File: src/rtl/bus_pkg.sv
`default_nettype none

package bus_pkg;

    localparam int ADDR_W = 32;             // Byte address
    localparam int DATA_W = 32;
    localparam int STRB_W = DATA_W / 8;     // One strobe per byte lane
    localparam int RESP_W = 2;

    localparam logic [RESP_W-1:0] RESP_OKAY   = 2'b00;
    localparam logic [RESP_W-1:0] RESP_SLVERR = 2'b10;

    // Address is in the CLINT window when (addr & MASK) == BASE
    localparam logic [ADDR_W-1:0] CLINT_BASE = 32'h0200_0000;
    localparam logic [ADDR_W-1:0] CLINT_MASK = 32'hFFFF_0000;

    localparam logic [15:0] MSIP_OFS        = 16'h0000; // Software interrupt pending
    localparam logic [15:0] MTIMECMP_LO_OFS = 16'h4000;
    localparam logic [15:0] MTIMECMP_HI_OFS = 16'h4004;
    localparam logic [15:0] MTIME_LO_OFS    = 16'hBFF8; // Free-running timer
    localparam logic [15:0] MTIME_HI_OFS    = 16'hBFFC;

    typedef struct packed {
        logic [ADDR_W-1:0] addr;
        logic [DATA_W-1:0] wdata;
        logic [STRB_W-1:0] strb;
        logic              write;           // Store when set
    } bus_req_t;

    typedef struct packed {
        logic [DATA_W-1:0] rdata;           // Zero for stores
        logic [RESP_W-1:0] resp;
    } bus_rsp_t;

    typedef struct packed {
        logic [ADDR_W-1:0] addr;
    } axi_addr_t;

    typedef struct packed {
        logic [DATA_W-1:0] data;
        logic [STRB_W-1:0] strb;
    } axi_w_t;

    typedef struct packed {
        logic [DATA_W-1:0] data;
        logic [RESP_W-1:0] resp;
    } axi_r_t;

endpackage

`default_nettype wire

File: src/rtl/axi_master_port.sv
`timescale 1ns/1ns
`default_nettype none

module axi_master_port (
    input  logic                       clock,
    input  logic                       rst_n,
    input  logic                       req_valid,
    input  bus_pkg::bus_req_t          req,
    output logic                       req_ready,
    output logic                       rsp_valid,
    output bus_pkg::bus_rsp_t          rsp,
    input  logic                       rsp_ready,
    output logic                       awvalid,
    output bus_pkg::axi_addr_t         aw,
    input  logic                       awready,
    output logic                       wvalid,
    output bus_pkg::axi_w_t            w,
    input  logic                       wready,
    input  logic                       bvalid,
    input  logic [bus_pkg::RESP_W-1:0] bresp,
    output logic                       bready,
    output logic                       arvalid,
    output bus_pkg::axi_addr_t         ar,
    input  logic                       arready,
    input  logic                       rvalid,
    input  bus_pkg::axi_r_t            r,
    output logic                       rready
);
    import bus_pkg::*;

    typedef enum logic [1:0] {
        ST_IDLE,        // Waiting for a request
        ST_ADDR,        // Address and write data out
        ST_WAIT,        // Waiting for B or R
        ST_RESP         // Holding the response
    } state_t;

    state_t   state;
    bus_req_t req_q;
    logic     aw_done;      // AW handshake seen
    logic     w_done;       // W handshake seen
    logic     aw_fire;
    logic     w_fire;
    logic     b_fire;
    logic     r_fire;

    assign aw_fire = awvalid && awready;
    assign w_fire  = wvalid && wready;
    assign b_fire  = bvalid && bready;
    assign r_fire  = rvalid && rready;

    always_ff @(posedge clock) begin
        if (!rst_n) begin
            state   <= ST_IDLE;
            aw_done <= 1'b0;
            w_done  <= 1'b0;
        end else begin
            case (state)
                ST_IDLE: begin
                    if (req_valid) begin
                        state   <= ST_ADDR;
                        aw_done <= 1'b0;
                        w_done  <= 1'b0;
                    end
                end
                ST_ADDR: begin
                    if (req_q.write) begin
                        aw_done <= aw_done || aw_fire;
                        w_done  <= w_done || w_fire;
                        if ((aw_done || aw_fire) && (w_done || w_fire)) begin
                            state <= ST_WAIT;   // Both channels taken in either order
                        end
                    end else if (arready) begin
                        state <= ST_WAIT;
                    end
                end
                ST_WAIT: begin
                    if (b_fire || r_fire) begin
                        state <= ST_RESP;
                    end
                end
                ST_RESP: begin
                    if (rsp_ready) begin
                        state <= ST_IDLE;
                    end
                end
                default: state <= ST_IDLE;
            endcase
        end
    end

    always_ff @(posedge clock) begin
        if (state == ST_IDLE && req_valid) begin
            req_q <= req;
        end
        if (b_fire) begin
            rsp.rdata <= '0;                    // Write carries no data back
            rsp.resp  <= bresp;
        end else if (r_fire) begin
            rsp.rdata <= r.data;
            rsp.resp  <= r.resp;
        end
    end

    assign req_ready = state == ST_IDLE;
    assign rsp_valid = state == ST_RESP;
    assign awvalid   = state == ST_ADDR && req_q.write && !aw_done;
    assign wvalid    = state == ST_ADDR && req_q.write && !w_done;
    assign arvalid   = state == ST_ADDR && !req_q.write;
    assign bready    = state == ST_WAIT && req_q.write;
    assign rready    = state == ST_WAIT && !req_q.write;
    assign aw.addr   = req_q.addr;
    assign ar.addr   = req_q.addr;
    assign w.data    = req_q.wdata;
    assign w.strb    = req_q.strb;

endmodule

`default_nettype wire

File: src/rtl/bus_arbiter.sv
`timescale 1ns/1ns
`default_nettype none

module bus_arbiter (
    input  logic              clock,
    input  logic              rst_n,
    input  logic              fetch_req_valid,
    input  bus_pkg::bus_req_t fetch_req,
    output logic              fetch_req_ready,
    output logic              fetch_rsp_valid,
    output bus_pkg::bus_rsp_t fetch_rsp,
    input  logic              fetch_rsp_ready,
    input  logic              lsu_req_valid,
    input  bus_pkg::bus_req_t lsu_req,
    output logic              lsu_req_ready,
    output logic              lsu_rsp_valid,
    output bus_pkg::bus_rsp_t lsu_rsp,
    input  logic              lsu_rsp_ready,
    output logic              req_valid,
    output bus_pkg::bus_req_t req,
    input  logic              req_ready,
    input  logic              rsp_valid,
    input  bus_pkg::bus_rsp_t rsp,
    output logic              rsp_ready
);
    import bus_pkg::*;

    bus_req_t req_q;        // Winning request
    logic     busy;         // Transaction outstanding
    logic     issued;       // Request already taken downstream
    logic     owner_lsu;    // Owner of the grant and last winner
    logic     fetch_take;
    logic     lsu_take;

    // On a tie the requester not served last gets the grant
    assign fetch_req_ready = !busy && (!lsu_req_valid || owner_lsu);
    assign lsu_req_ready   = !busy && (!fetch_req_valid || !owner_lsu);
    assign fetch_take      = fetch_req_valid && fetch_req_ready;
    assign lsu_take        = lsu_req_valid && lsu_req_ready;

    always_ff @(posedge clock) begin
        if (!rst_n) begin
            busy      <= 1'b0;
            issued    <= 1'b0;
            owner_lsu <= 1'b1;          // Fetch wins the first tie
        end else if (busy) begin
            if (req_valid && req_ready) begin
                issued <= 1'b1;
            end
            if (rsp_valid && rsp_ready) begin
                busy <= 1'b0;           // Grant ends on response handshake
            end
        end else if (fetch_take || lsu_take) begin
            busy      <= 1'b1;
            issued    <= 1'b0;
            owner_lsu <= lsu_take;
        end
    end

    always_ff @(posedge clock) begin
        if (fetch_take) begin
            req_q       <= fetch_req;
            req_q.write <= 1'b0;        // Fetch is read only
        end else if (lsu_take) begin
            req_q <= lsu_req;
        end
    end

    assign req_valid       = busy && !issued;   // Forwarded once
    assign req             = req_q;
    assign fetch_rsp_valid = rsp_valid && !owner_lsu;
    assign lsu_rsp_valid   = rsp_valid && owner_lsu;
    assign fetch_rsp       = rsp;
    assign lsu_rsp         = rsp;
    assign rsp_ready       = busy && (owner_lsu ? lsu_rsp_ready : fetch_rsp_ready);

endmodule

`default_nettype wire

File: src/rtl/bus_router.sv
`timescale 1ns/1ns
`default_nettype none

module bus_router (
    input  logic              req_valid,
    input  bus_pkg::bus_req_t req,
    output logic              req_ready,
    output logic              rsp_valid,
    output bus_pkg::bus_rsp_t rsp,
    input  logic              rsp_ready,
    output logic              clint_req_valid,
    output bus_pkg::bus_req_t clint_req,
    input  logic              clint_req_ready,
    input  logic              clint_rsp_valid,
    input  bus_pkg::bus_rsp_t clint_rsp,
    output logic              clint_rsp_ready,
    output logic              ext_req_valid,
    output bus_pkg::bus_req_t ext_req,
    input  logic              ext_req_ready,
    input  logic              ext_rsp_valid,
    input  bus_pkg::bus_rsp_t ext_rsp,
    output logic              ext_rsp_ready
);
    import bus_pkg::*;

    logic hit_clint;    // Target of the current request

    // Request is held by the arbiter until its response, so the decode stays put
    assign hit_clint = (req.addr & CLINT_MASK) == CLINT_BASE;

    assign clint_req_valid = req_valid && hit_clint;
    assign ext_req_valid   = req_valid && !hit_clint;   // Everything else goes out
    assign clint_req       = req;
    assign ext_req         = req;
    assign req_ready       = hit_clint ? clint_req_ready : ext_req_ready;

    assign rsp_valid       = hit_clint ? clint_rsp_valid : ext_rsp_valid;
    assign rsp             = hit_clint ? clint_rsp : ext_rsp;
    assign clint_rsp_ready = rsp_ready && hit_clint;
    assign ext_rsp_ready   = rsp_ready && !hit_clint;

endmodule

`default_nettype wire

File: src/rtl/clint.sv
`timescale 1ns/1ns
`default_nettype none

module clint (
    input  logic              clock,
    input  logic              rst_n,
    input  logic              req_valid,
    input  bus_pkg::bus_req_t req,
    output logic              req_ready,
    output logic              rsp_valid,
    output bus_pkg::bus_rsp_t rsp,
    input  logic              rsp_ready,
    output logic              soft_irq,
    output logic              timer_irq
);
    import bus_pkg::*;

    logic [63:0]       mtime;
    logic [63:0]       mtimecmp;
    logic              msip;
    logic [15:0]       ofs;         // Offset inside the window
    logic              take;
    logic              wr;
    logic              hit;         // Offset is mapped
    logic [DATA_W-1:0] rd_data;

    // Byte-lane merge under the write strobes
    function automatic logic [DATA_W-1:0] merge(
        input logic [DATA_W-1:0] old,
        input logic [DATA_W-1:0] din,
        input logic [STRB_W-1:0] strb
    );
        logic [DATA_W-1:0] res;
        res = old;
        for (int i = 0; i < STRB_W; i++) begin
            if (strb[i]) begin
                res[8*i +: 8] = din[8*i +: 8];
            end
        end
        return res;
    endfunction

    assign ofs       = req.addr[15:0];
    assign req_ready = !rsp_valid;          // One transaction at a time
    assign take      = req_valid && req_ready;
    assign wr        = take && req.write;

    always_comb begin
        hit     = 1'b1;
        rd_data = '0;
        case (ofs)
            MSIP_OFS:        rd_data = {{(DATA_W-1){1'b0}}, msip};
            MTIMECMP_LO_OFS: rd_data = mtimecmp[31:0];
            MTIMECMP_HI_OFS: rd_data = mtimecmp[63:32];
            MTIME_LO_OFS:    rd_data = mtime[31:0];
            MTIME_HI_OFS:    rd_data = mtime[63:32];
            default:         hit = 1'b0;
        endcase
    end

    always_ff @(posedge clock) begin
        if (!rst_n) begin
            mtime    <= '0;
            mtimecmp <= '1;                 // No timer interrupt out of reset
            msip     <= 1'b0;
        end else begin
            mtime <= mtime + 64'd1;         // Write below overrides its half
            if (wr) begin
                case (ofs)
                    MSIP_OFS: begin
                        if (req.strb[0]) begin
                            msip <= req.wdata[0];
                        end
                    end
                    MTIMECMP_LO_OFS: mtimecmp[31:0]  <= merge(mtimecmp[31:0], req.wdata, req.strb);
                    MTIMECMP_HI_OFS: mtimecmp[63:32] <= merge(mtimecmp[63:32], req.wdata, req.strb);
                    MTIME_LO_OFS:    mtime[31:0]     <= merge(mtime[31:0], req.wdata, req.strb);
                    MTIME_HI_OFS:    mtime[63:32]    <= merge(mtime[63:32], req.wdata, req.strb);
                    default: ;                      // Unmapped write ignored
                endcase
            end
        end
    end

    always_ff @(posedge clock) begin
        if (!rst_n) begin
            rsp_valid <= 1'b0;
        end else if (take) begin
            rsp_valid <= 1'b1;              // Cycle after accept
        end else if (rsp_ready) begin
            rsp_valid <= 1'b0;
        end
    end

    always_ff @(posedge clock) begin
        if (take) begin
            rsp.rdata <= (hit && !req.write) ? rd_data : '0;
            rsp.resp  <= hit ? RESP_OKAY : RESP_SLVERR;
        end
    end

    assign soft_irq  = msip;
    assign timer_irq = mtime >= mtimecmp;

endmodule

`default_nettype wire

File: src/rtl/core_interconnect.sv
`timescale 1ns/1ns
`default_nettype none

module core_interconnect (
    input  logic                       clock,
    input  logic                       rst_n,
    input  logic                       fetch_req_valid,  // Instruction fetch
    input  bus_pkg::bus_req_t          fetch_req,
    output logic                       fetch_req_ready,
    output logic                       fetch_rsp_valid,
    output bus_pkg::bus_rsp_t          fetch_rsp,
    input  logic                       fetch_rsp_ready,
    input  logic                       lsu_req_valid,    // Load/store
    input  bus_pkg::bus_req_t          lsu_req,
    output logic                       lsu_req_ready,
    output logic                       lsu_rsp_valid,
    output bus_pkg::bus_rsp_t          lsu_rsp,
    input  logic                       lsu_rsp_ready,
    output logic                       awvalid,          // AXI-lite master
    output bus_pkg::axi_addr_t         aw,
    input  logic                       awready,
    output logic                       wvalid,
    output bus_pkg::axi_w_t            w,
    input  logic                       wready,
    input  logic                       bvalid,
    input  logic [bus_pkg::RESP_W-1:0] bresp,
    output logic                       bready,
    output logic                       arvalid,
    output bus_pkg::axi_addr_t         ar,
    input  logic                       arready,
    input  logic                       rvalid,
    input  bus_pkg::axi_r_t            r,
    output logic                       rready,
    output logic                       soft_irq,
    output logic                       timer_irq
);
    import bus_pkg::*;

    logic     req_valid;        // Granted request, arbiter to router
    bus_req_t req;
    logic     req_ready;
    logic     rsp_valid;
    bus_rsp_t rsp;
    logic     rsp_ready;
    logic     clint_req_valid;  // Router to CLINT
    bus_req_t clint_req;
    logic     clint_req_ready;
    logic     clint_rsp_valid;
    bus_rsp_t clint_rsp;
    logic     clint_rsp_ready;
    logic     ext_req_valid;    // Router to AXI master port
    bus_req_t ext_req;
    logic     ext_req_ready;
    logic     ext_rsp_valid;
    bus_rsp_t ext_rsp;
    logic     ext_rsp_ready;

    bus_arbiter bus_arbiter_u0 (.*);   // Names match one to one

    bus_router bus_router_u0 (.*);

    clint clint_u0 (
        .req_valid (clint_req_valid),
        .req       (clint_req),
        .req_ready (clint_req_ready),
        .rsp_valid (clint_rsp_valid),
        .rsp       (clint_rsp),
        .rsp_ready (clint_rsp_ready),
        .*                              // Clock, reset, interrupts
    );

    axi_master_port axi_master_port_u0 (
        .req_valid (ext_req_valid),
        .req       (ext_req),
        .req_ready (ext_req_ready),
        .rsp_valid (ext_rsp_valid),
        .rsp       (ext_rsp),
        .rsp_ready (ext_rsp_ready),
        .*                              // Clock, reset, AXI channels
    );

endmodule

`default_nettype wire

File: config.mk
export PLATFORM = sky130hd
export DESIGN_NAME = core_interconnect
export DESIGN_NICKNAME = d
export VERILOG_FILES = /design/src/rtl/bus_pkg.sv /design/src/rtl/axi_master_port.sv /design/src/rtl/bus_arbiter.sv /design/src/rtl/bus_router.sv /design/src/rtl/clint.sv /design/src/rtl/core_interconnect.sv
export SDC_FILE = /design/constraint.sdc
export NUM_CORES = 1
export LEC_CHECK = 0
export BUFFER_PORTS_ARGS = -buffer_cell sky130_fd_sc_hd__buf_2
export CORE_MARGIN = 5
export CORE_UTILIZATION = 50
export CTS_BUF_LIST = sky130_fd_sc_hd__clkbuf_16
export DETAILED_ROUTE_END_ITERATION = 7
export PLACE_DENSITY = 0.74
export RECOVER_POWER = 25
export SETUP_SLACK_MARGIN = 0.15
export SYNTH_ARGS = -nofsm -noshare
export SYNTH_HDL_FRONTEND = slang
export SYNTH_SLANG_ARGS = --single-unit
File: constraint.sdc
create_clock -name clock -period 7.6 [get_ports clock]
set_clock_uncertainty 0.05 [all_clocks]
set_input_delay 1.9 -clock clock [delete_from_list [all_inputs] [get_ports clock]]
set_output_delay 1.9 -clock clock [all_outputs]
set_load 0.02 [all_outputs]
Yosys cells after proc, flatten, opt, wreduce, memory -nomap -nowiden
Cells that the tools add are included.
W data, S select, Z words.
{"block": "op_classes", "n_addsub": 1, "n_lt_le_gt_ge": 1, "eq_ne": 23, "muxes": 38, "n_bitwise": 1, "n_reduce_logical": 67}
{"op": "$pmux W32 S5", "n": 1}
{"op": "$mux W69", "n": 2}
{"op": "$add A64 B1 Y64 const B", "n": 1}
{"op": "$ge A64 B64 Y1", "n": 1}
{"op": "$mux W32", "n": 2}
{"op": "$mux W64", "n": 1}
{"op": "$mux W34", "n": 1}
{"op": "$eq A16 B15 Y1 const B", "n": 2}
{"op": "$eq A16 B16 Y1 const B", "n": 2}
{"op": "$mux W8", "n": 4}
{"op": "$reduce_and A3 Y1", "n": 10}
{"op": "$logic_and A1 B1 Y1", "n": 29}
{"op": "$ne A3 B3 Y1 const B", "n": 9}
{"op": "$mux W2", "n": 9}
{"op": "$eq A16 B10 Y1 const B", "n": 1}
{"op": "$logic_not A16 Y1", "n": 1}
{"op": "$mux W1", "n": 15}
{"op": "$logic_not A1 Y1", "n": 11}
{"op": "$reduce_bool A2 Y1", "n": 5}
{"op": "$ne A2 B1 Y1 const B", "n": 4}
{"op": "$pmux W2 S4", "n": 1}
{"op": "$logic_or A1 B1 Y1", "n": 6}
{"op": "$reduce_and A5 Y1", "n": 1}
{"op": "$reduce_or A5 Y1", "n": 1}
{"op": "other kinds (8)", "n": 11}
{"block": "totals", "register_bits": 343, "inputBits": 185}

Depth between registers and ports, before layout
{"block": "depth", "word_depth": 9, "ltp_mapped": 11, "depth_no_buf": 8}

Hierarchy
Synthesis repeated with hierarchy kept, for this count alone.
{"block": "hier_totals", "hier_cells": 1950, "hier_area_um2": 19716.4}
{"module": "clint", "instances": 1, "cells_each": 1161, "area_each_um2": 10164.7, "seq_area_each_um2": 3593.4}
{"module": "axi_master_port", "instances": 1, "cells_each": 355, "area_each_um2": 4366.7, "seq_area_each_um2": 2852.7}
{"module": "bus_arbiter", "instances": 1, "cells_each": 245, "area_each_um2": 3462.1, "seq_area_each_um2": 2122.0}
{"module": "bus_router", "instances": 1, "cells_each": 189, "area_each_um2": 1722.9, "seq_area_each_um2": 0.0}

Worst setup path after synthesis
OpenSTA, ideal clock, no wires.
{"block": "synth_timing", "path_kind": "input port to flip-flop", "from": "input fetch_req_valid", "to": "register bus_arbiter_u0.req_q, in the netlist bus_arbiter_u0.req[10] (enable)", "setup_time_ns": 0.422, "t_arrival_ns": 4.128, "required_ns": 7.128, "path_slack_ns": 3.000, "stages": 5, "path_cell_list": "a21oi_1 and2_1 clkbuf_1 nor2_1 inv_1"}
{"block": "synth_via", "elab_chain_cells": 5}
{"element": "from (decl)", "line": "core_interconnect.sv:7", "source": "input logic fetch_req_valid,"}
{"element": "$logic_not A1 Y1", "line": "bus_arbiter.sv:37", "source": "assign lsu_req_ready = !busy && (!fetch_req_valid || !owner_lsu);"}
{"element": "$logic_or A1 B1 Y1", "line": "bus_arbiter.sv:37"}
{"element": "$logic_and A1 B1 Y1", "line": "bus_arbiter.sv:37"}
{"element": "$logic_and A1 B1 Y1", "line": "bus_arbiter.sv:39", "source": "assign lsu_take = lsu_req_valid && lsu_req_ready;"}
{"element": "$reduce_bool A2 Y1 (no line) (*)"}
{"element": "to (signal assigned)", "line": "bus_arbiter.sv:62", "source": "req_q <= fetch_req;"}
{"element": "to (signal assigned)", "line": "bus_arbiter.sv:65", "source": "req_q <= lsu_req;"}
{"element": "to (decl)", "line": "bus_arbiter.sv:28", "source": "bus_req_t req_q;"}
Every way passes the cells marked *; elsewhere a longest branch is shown, timed or not.
A chain may end at the register's enable or synchronous reset.

Final worst setup path
{"block": "layout_timing", "from": "register bus_arbiter_u0.req_q, in the netlist bus_arbiter_u0.req[62]", "to": "register axi_master_port_u0.req_q, in the netlist axi_master_port_u0.w[15] (enable)"}
{"block": "layout_via", "elab_chain_cells": 4}
{"element": "$eq A16 B10 Y1", "line": "bus_router.sv:29", "source": "assign hit_clint = (req.addr & CLINT_MASK) == CLINT_BASE;"}
{"element": "$logic_not A1 Y1", "line": "bus_router.sv:32", "source": "assign ext_req_valid = req_valid && !hit_clint;"}
{"element": "$logic_and A1 B1 Y1", "line": "bus_router.sv:32"}
{"element": "$logic_and A1 B1 Y1", "line": "axi_master_port.sv:93", "source": "if (state == ST_IDLE && req_valid) begin"}
{"element": "to (signal assigned)", "line": "axi_master_port.sv:94", "source": "req_q <= req;"}
{"element": "to (decl)", "line": "axi_master_port.sv:39", "source": "bus_req_t req_q;"}
No other way between the ends.

==> key figures <==
Global route
  – All-Layer GR Usage: 25.1%
  – First-pass GRT wire length: 79200 um
  – Vias in the first global route: 14200
  – Largest net degree at the start of global routing: 71
  – Grt total ovfl: 0
  – Initial antenna violation count: 1

Critical path
  – Worst Path Max Fanout: 47
  – CP Buf/Inv Count: 2
  – Critical path endpoint category: flip-flop
  – CP Class: flip-flop to flip-flop
  – CP Depth: 5
  – Worst path cell trace: nor4b_1 > nand4_1 > clkbuf_1 > and3_1 > clkbuf_1
  – Delay of the slowest cell on the worst path: 2.00 ns
  – Critical Path Start Type: flip-flop
  – CP top delay family: buffers and inverters
  – Worst endpoint required time: 7.64 ns
  – Most frequent cell on the critical path: clkbuf_1
  – Reg2Reg Depth: 5
  – Crit-path slowest cell: clkbuf_1
  – Crit path DAT: 5.79 ns

Synthesis
  – Most common cell in the netlist: nand2_1
  – Post-Syn Nets: 2068
  – Top post-synthesis cells by count: nand2_1 (277), edfxtp_1 (172), dfxtp_1 (170), buf_4 (138), a21oi_1 (91)
  – Area contributors post-synth: edfxtp_1 (29%), dfxtp_1 (19%), nand2_1 (5.8%)
  – Main synth FF type: edfxtp_1
  – Post-Syn Area: 0.0179 sq mm
  – Post-synthesis sequential area ratio: 47.8%
  – Average cell area after synthesis: 9.88 sq um
  – Cells after Synth: 1814
  – EDFF count, synth: 172
  – Area leader, netlist: edfxtp_1
  – Ys Warns: 0
  – Yosys reg bits: 342
  – Library cells used by synthesis: 74
  – Top-area cell type share of the netlist area: 28.8%
  – Post-synthesis async set-or-reset flop share: 0%

CTS
  – Clock root cell: clkbuf_16
  – CTS tree: done
  – H-tree Lvls: 2
  – CTS Sinks: 342
  – CTS Buffer Depth: 3
  – Cts repair resizes: 0
  – Clock slew at reported path FFs: 0.06 ns
  – Num CTS Buffers: 38
  – Setup Buffers After CTS: 0
  – Hold-fix buffers, CTS: 0
  – Worst-Skew Late Latency: 0.54 ns

Timing
  – Final worst slack: 1.85 ns
  – Slew headroom: -82.3%
  – Fin crit period: 5.75 ns
  – Final period util: 75.7%
  – Hold Fails Final Rpt: 0
  – Count of pins over their slew limit: 206
  – FMAX: 0.174 GHz
  – Final setup fails: 0
  – Hold slack: 0.399 ns
  – Worst slew pin tran: 2.73 ns
  – RSZ-0062 raised after global routing: no
  – Setup TNS: 0 ns

Status
  – Status: complete, but fails checks
  – Failing checks: capacitance limit, slew limit

Floorplanning
  – I/O pin count: 364
  – Num rows: 69
  – Die Span X: 199 um
  – Die area: 0.0397 sq mm
  – Die Y: 199 um
  – Starting Density: 50.5%
  – Core ar.: 0.0355 sq mm

Detailed routing
  – DR DRC count: 0
  – Drt first pass iters: 7
  – Routed Antenna Nets: 0
  – Routed WL per cell: 20.8 um
  – Initial DRC Count: 1432
  – Final Routed Wirelength: 51800 um
  – Vias/cell: 5.95
  – Via count: 14800

Placement
  – Post-Place Worst Slack: 3.17 ns
  – Post-place instance area: 0.0190 sq mm
  – Port Buf Inserts: 362
  – Post-DP HPWL: 37000 um
  – RD Place Congestion: 0.921

Final layout
  – Inserted Diodes: 0
  – Layout area overhead: 12.2%
  – Final instance area: 0.0201 sq mm
  – Layout cells sized above 1: 23.7%
  – Final #Nets: 2249

Power and ir drop
  – VDD IR max: 209 uV
  – PD cells: 253 mW/mm^2
  – P_leak: 9.14 nW

Worst hold path
  – Hold Crit Depth: 0
  – Worst min-delay path class: flip-flop to flip-flop

Job
  – Maxcap violations: 5
## cell usage in the layout (no fill, tap or decap), types with 13 or more instances in the layout
| cell | synthesis | routed |
|---|---|---|
| buf_2 | 13 | 361 |
| nand2_1 | 277 | 277 |
| edfxtp_1 | 172 | 172 |
| dfxtp_1 | 170 | 170 |
| inv_1 | 89 | 105 |
| a21oi_1 | 91 | 91 |
| nor2_1 | 84 | 83 |
| a22o_1 | 69 | 69 |
| ha_1 | 69 | 69 |
| mux2i_1 | 61 | 61 |
| o21ai_0 | 57 | 57 |
| clkbuf_16 | 0 | 39 |
| nand3_1 | 36 | 36 |
| nand4_1 | 33 | 33 |
| a222oi_1 | 32 | 32 |
| nor3_1 | 30 | 30 |
| mux2_2 | 30 | 30 |
| a211oi_1 | 26 | 26 |
| and3_1 | 23 | 22 |
| a22oi_1 | 17 | 17 |
| a21o_1 | 15 | 15 |
| nor4_1 | 13 | 13 |
| a311oi_1 | 13 | 13 |
## area by class of cell
class	count	area, sq um
clock buffer	39	976
inverter	89	334
fill	3059	15400
tap	461	577
sequential	342	8570
multi-input combinational	1145	7590
timing repair buffer	379	1920
clock inverter	30	148
## state kept, by name, summed over array words and instances, names as in the netlist
register,flops
bus_arbiter_u0.owner_lsu,1
clint_u0.mtime,64
bus_arbiter_u0.issued,1
bus_arbiter_u0.busy,1
axi_master_port_u0.w,36
clint_u0.soft_irq,1
axi_master_port_u0.aw_done,1
axi_master_port_u0.rsp,34
axi_master_port_u0.w_done,1
axi_master_port_u0.req_q,1
axi_master_port_u0.ar,32
bus_arbiter_u0.req,69
axi_master_port_u0.state,2
clint_u0.rsp,33
clint_u0.rsp_valid,1
clint_u0.mtimecmp,64
## cells by family (layout without fill, tap and decap cells)
group / Yosys count / in the layout / synth area share, %
compound gates: 408 / 408 / 16.6
xor+xnor: 1 / 1 / 0.0489
fa+ha+maj: 69 / 69 / 4.82
buf+inv: 327 / 537 / 9.88
flops: 342 / 342 / 47.8
mux: 91 / 91 / 5.29
simple gates: 576 / 576 / 15.5
## metal layers
metal  track usage, %  vias to the layer above  wire length, um
met4             9.60                        2             1830
met1             33.6                     7034            21100
met2             40.5                      716            24100
li1                 -                     6920                -
met3             4.69                      122             4780
met5                0                        -                7
## power breakdown
| group | internal, mW | switching [mW] |
|---|---|---|
| Sequential | 2.20 | 0.159 |
| Clock | 0.933 | 0.741 |
| Combinational | 0.344 | 0.713 |
## worst reg2reg max path, cell delays in order (launching register included)
cell,delay [ns]
edfxtp_1,0.38
nor4b_1,0.18
nand4_1,0.07
clkbuf_1,1.25
and3_1,1.29
clkbuf_1,2.01
## per-stage QoR
stage | power [mW] | utilization (%) | std cells
after floorplan | 3.24 | - | 1814
after global placement | 3.44 | 53.6 | 2416
after detailed placement | 3.47 | 53.6 | 2416
after CTS | 5.14 | 56.8 | 2485
after global routing | 5.31 | 56.7 | 2485
final | 5.09 | 56.7 | 2485
## final timing paths
check | from | endpoint | slack, ns
worst max register to register | bus_arbiter_u0.req[62] | axi_master_port_u0.w[15] | 1.85
worst min-delay path | bus_arbiter_u0.req[59] | axi_master_port_u0.ar[22] | 0.40
worst max-delay path | bus_arbiter_u0.req[62] | axi_master_port_u0.w[15] | 1.85
worst min register to register | bus_arbiter_u0.req[59] | axi_master_port_u0.ar[22] | 0.40
No activity file was read; power rests on OpenSTA's default activity.
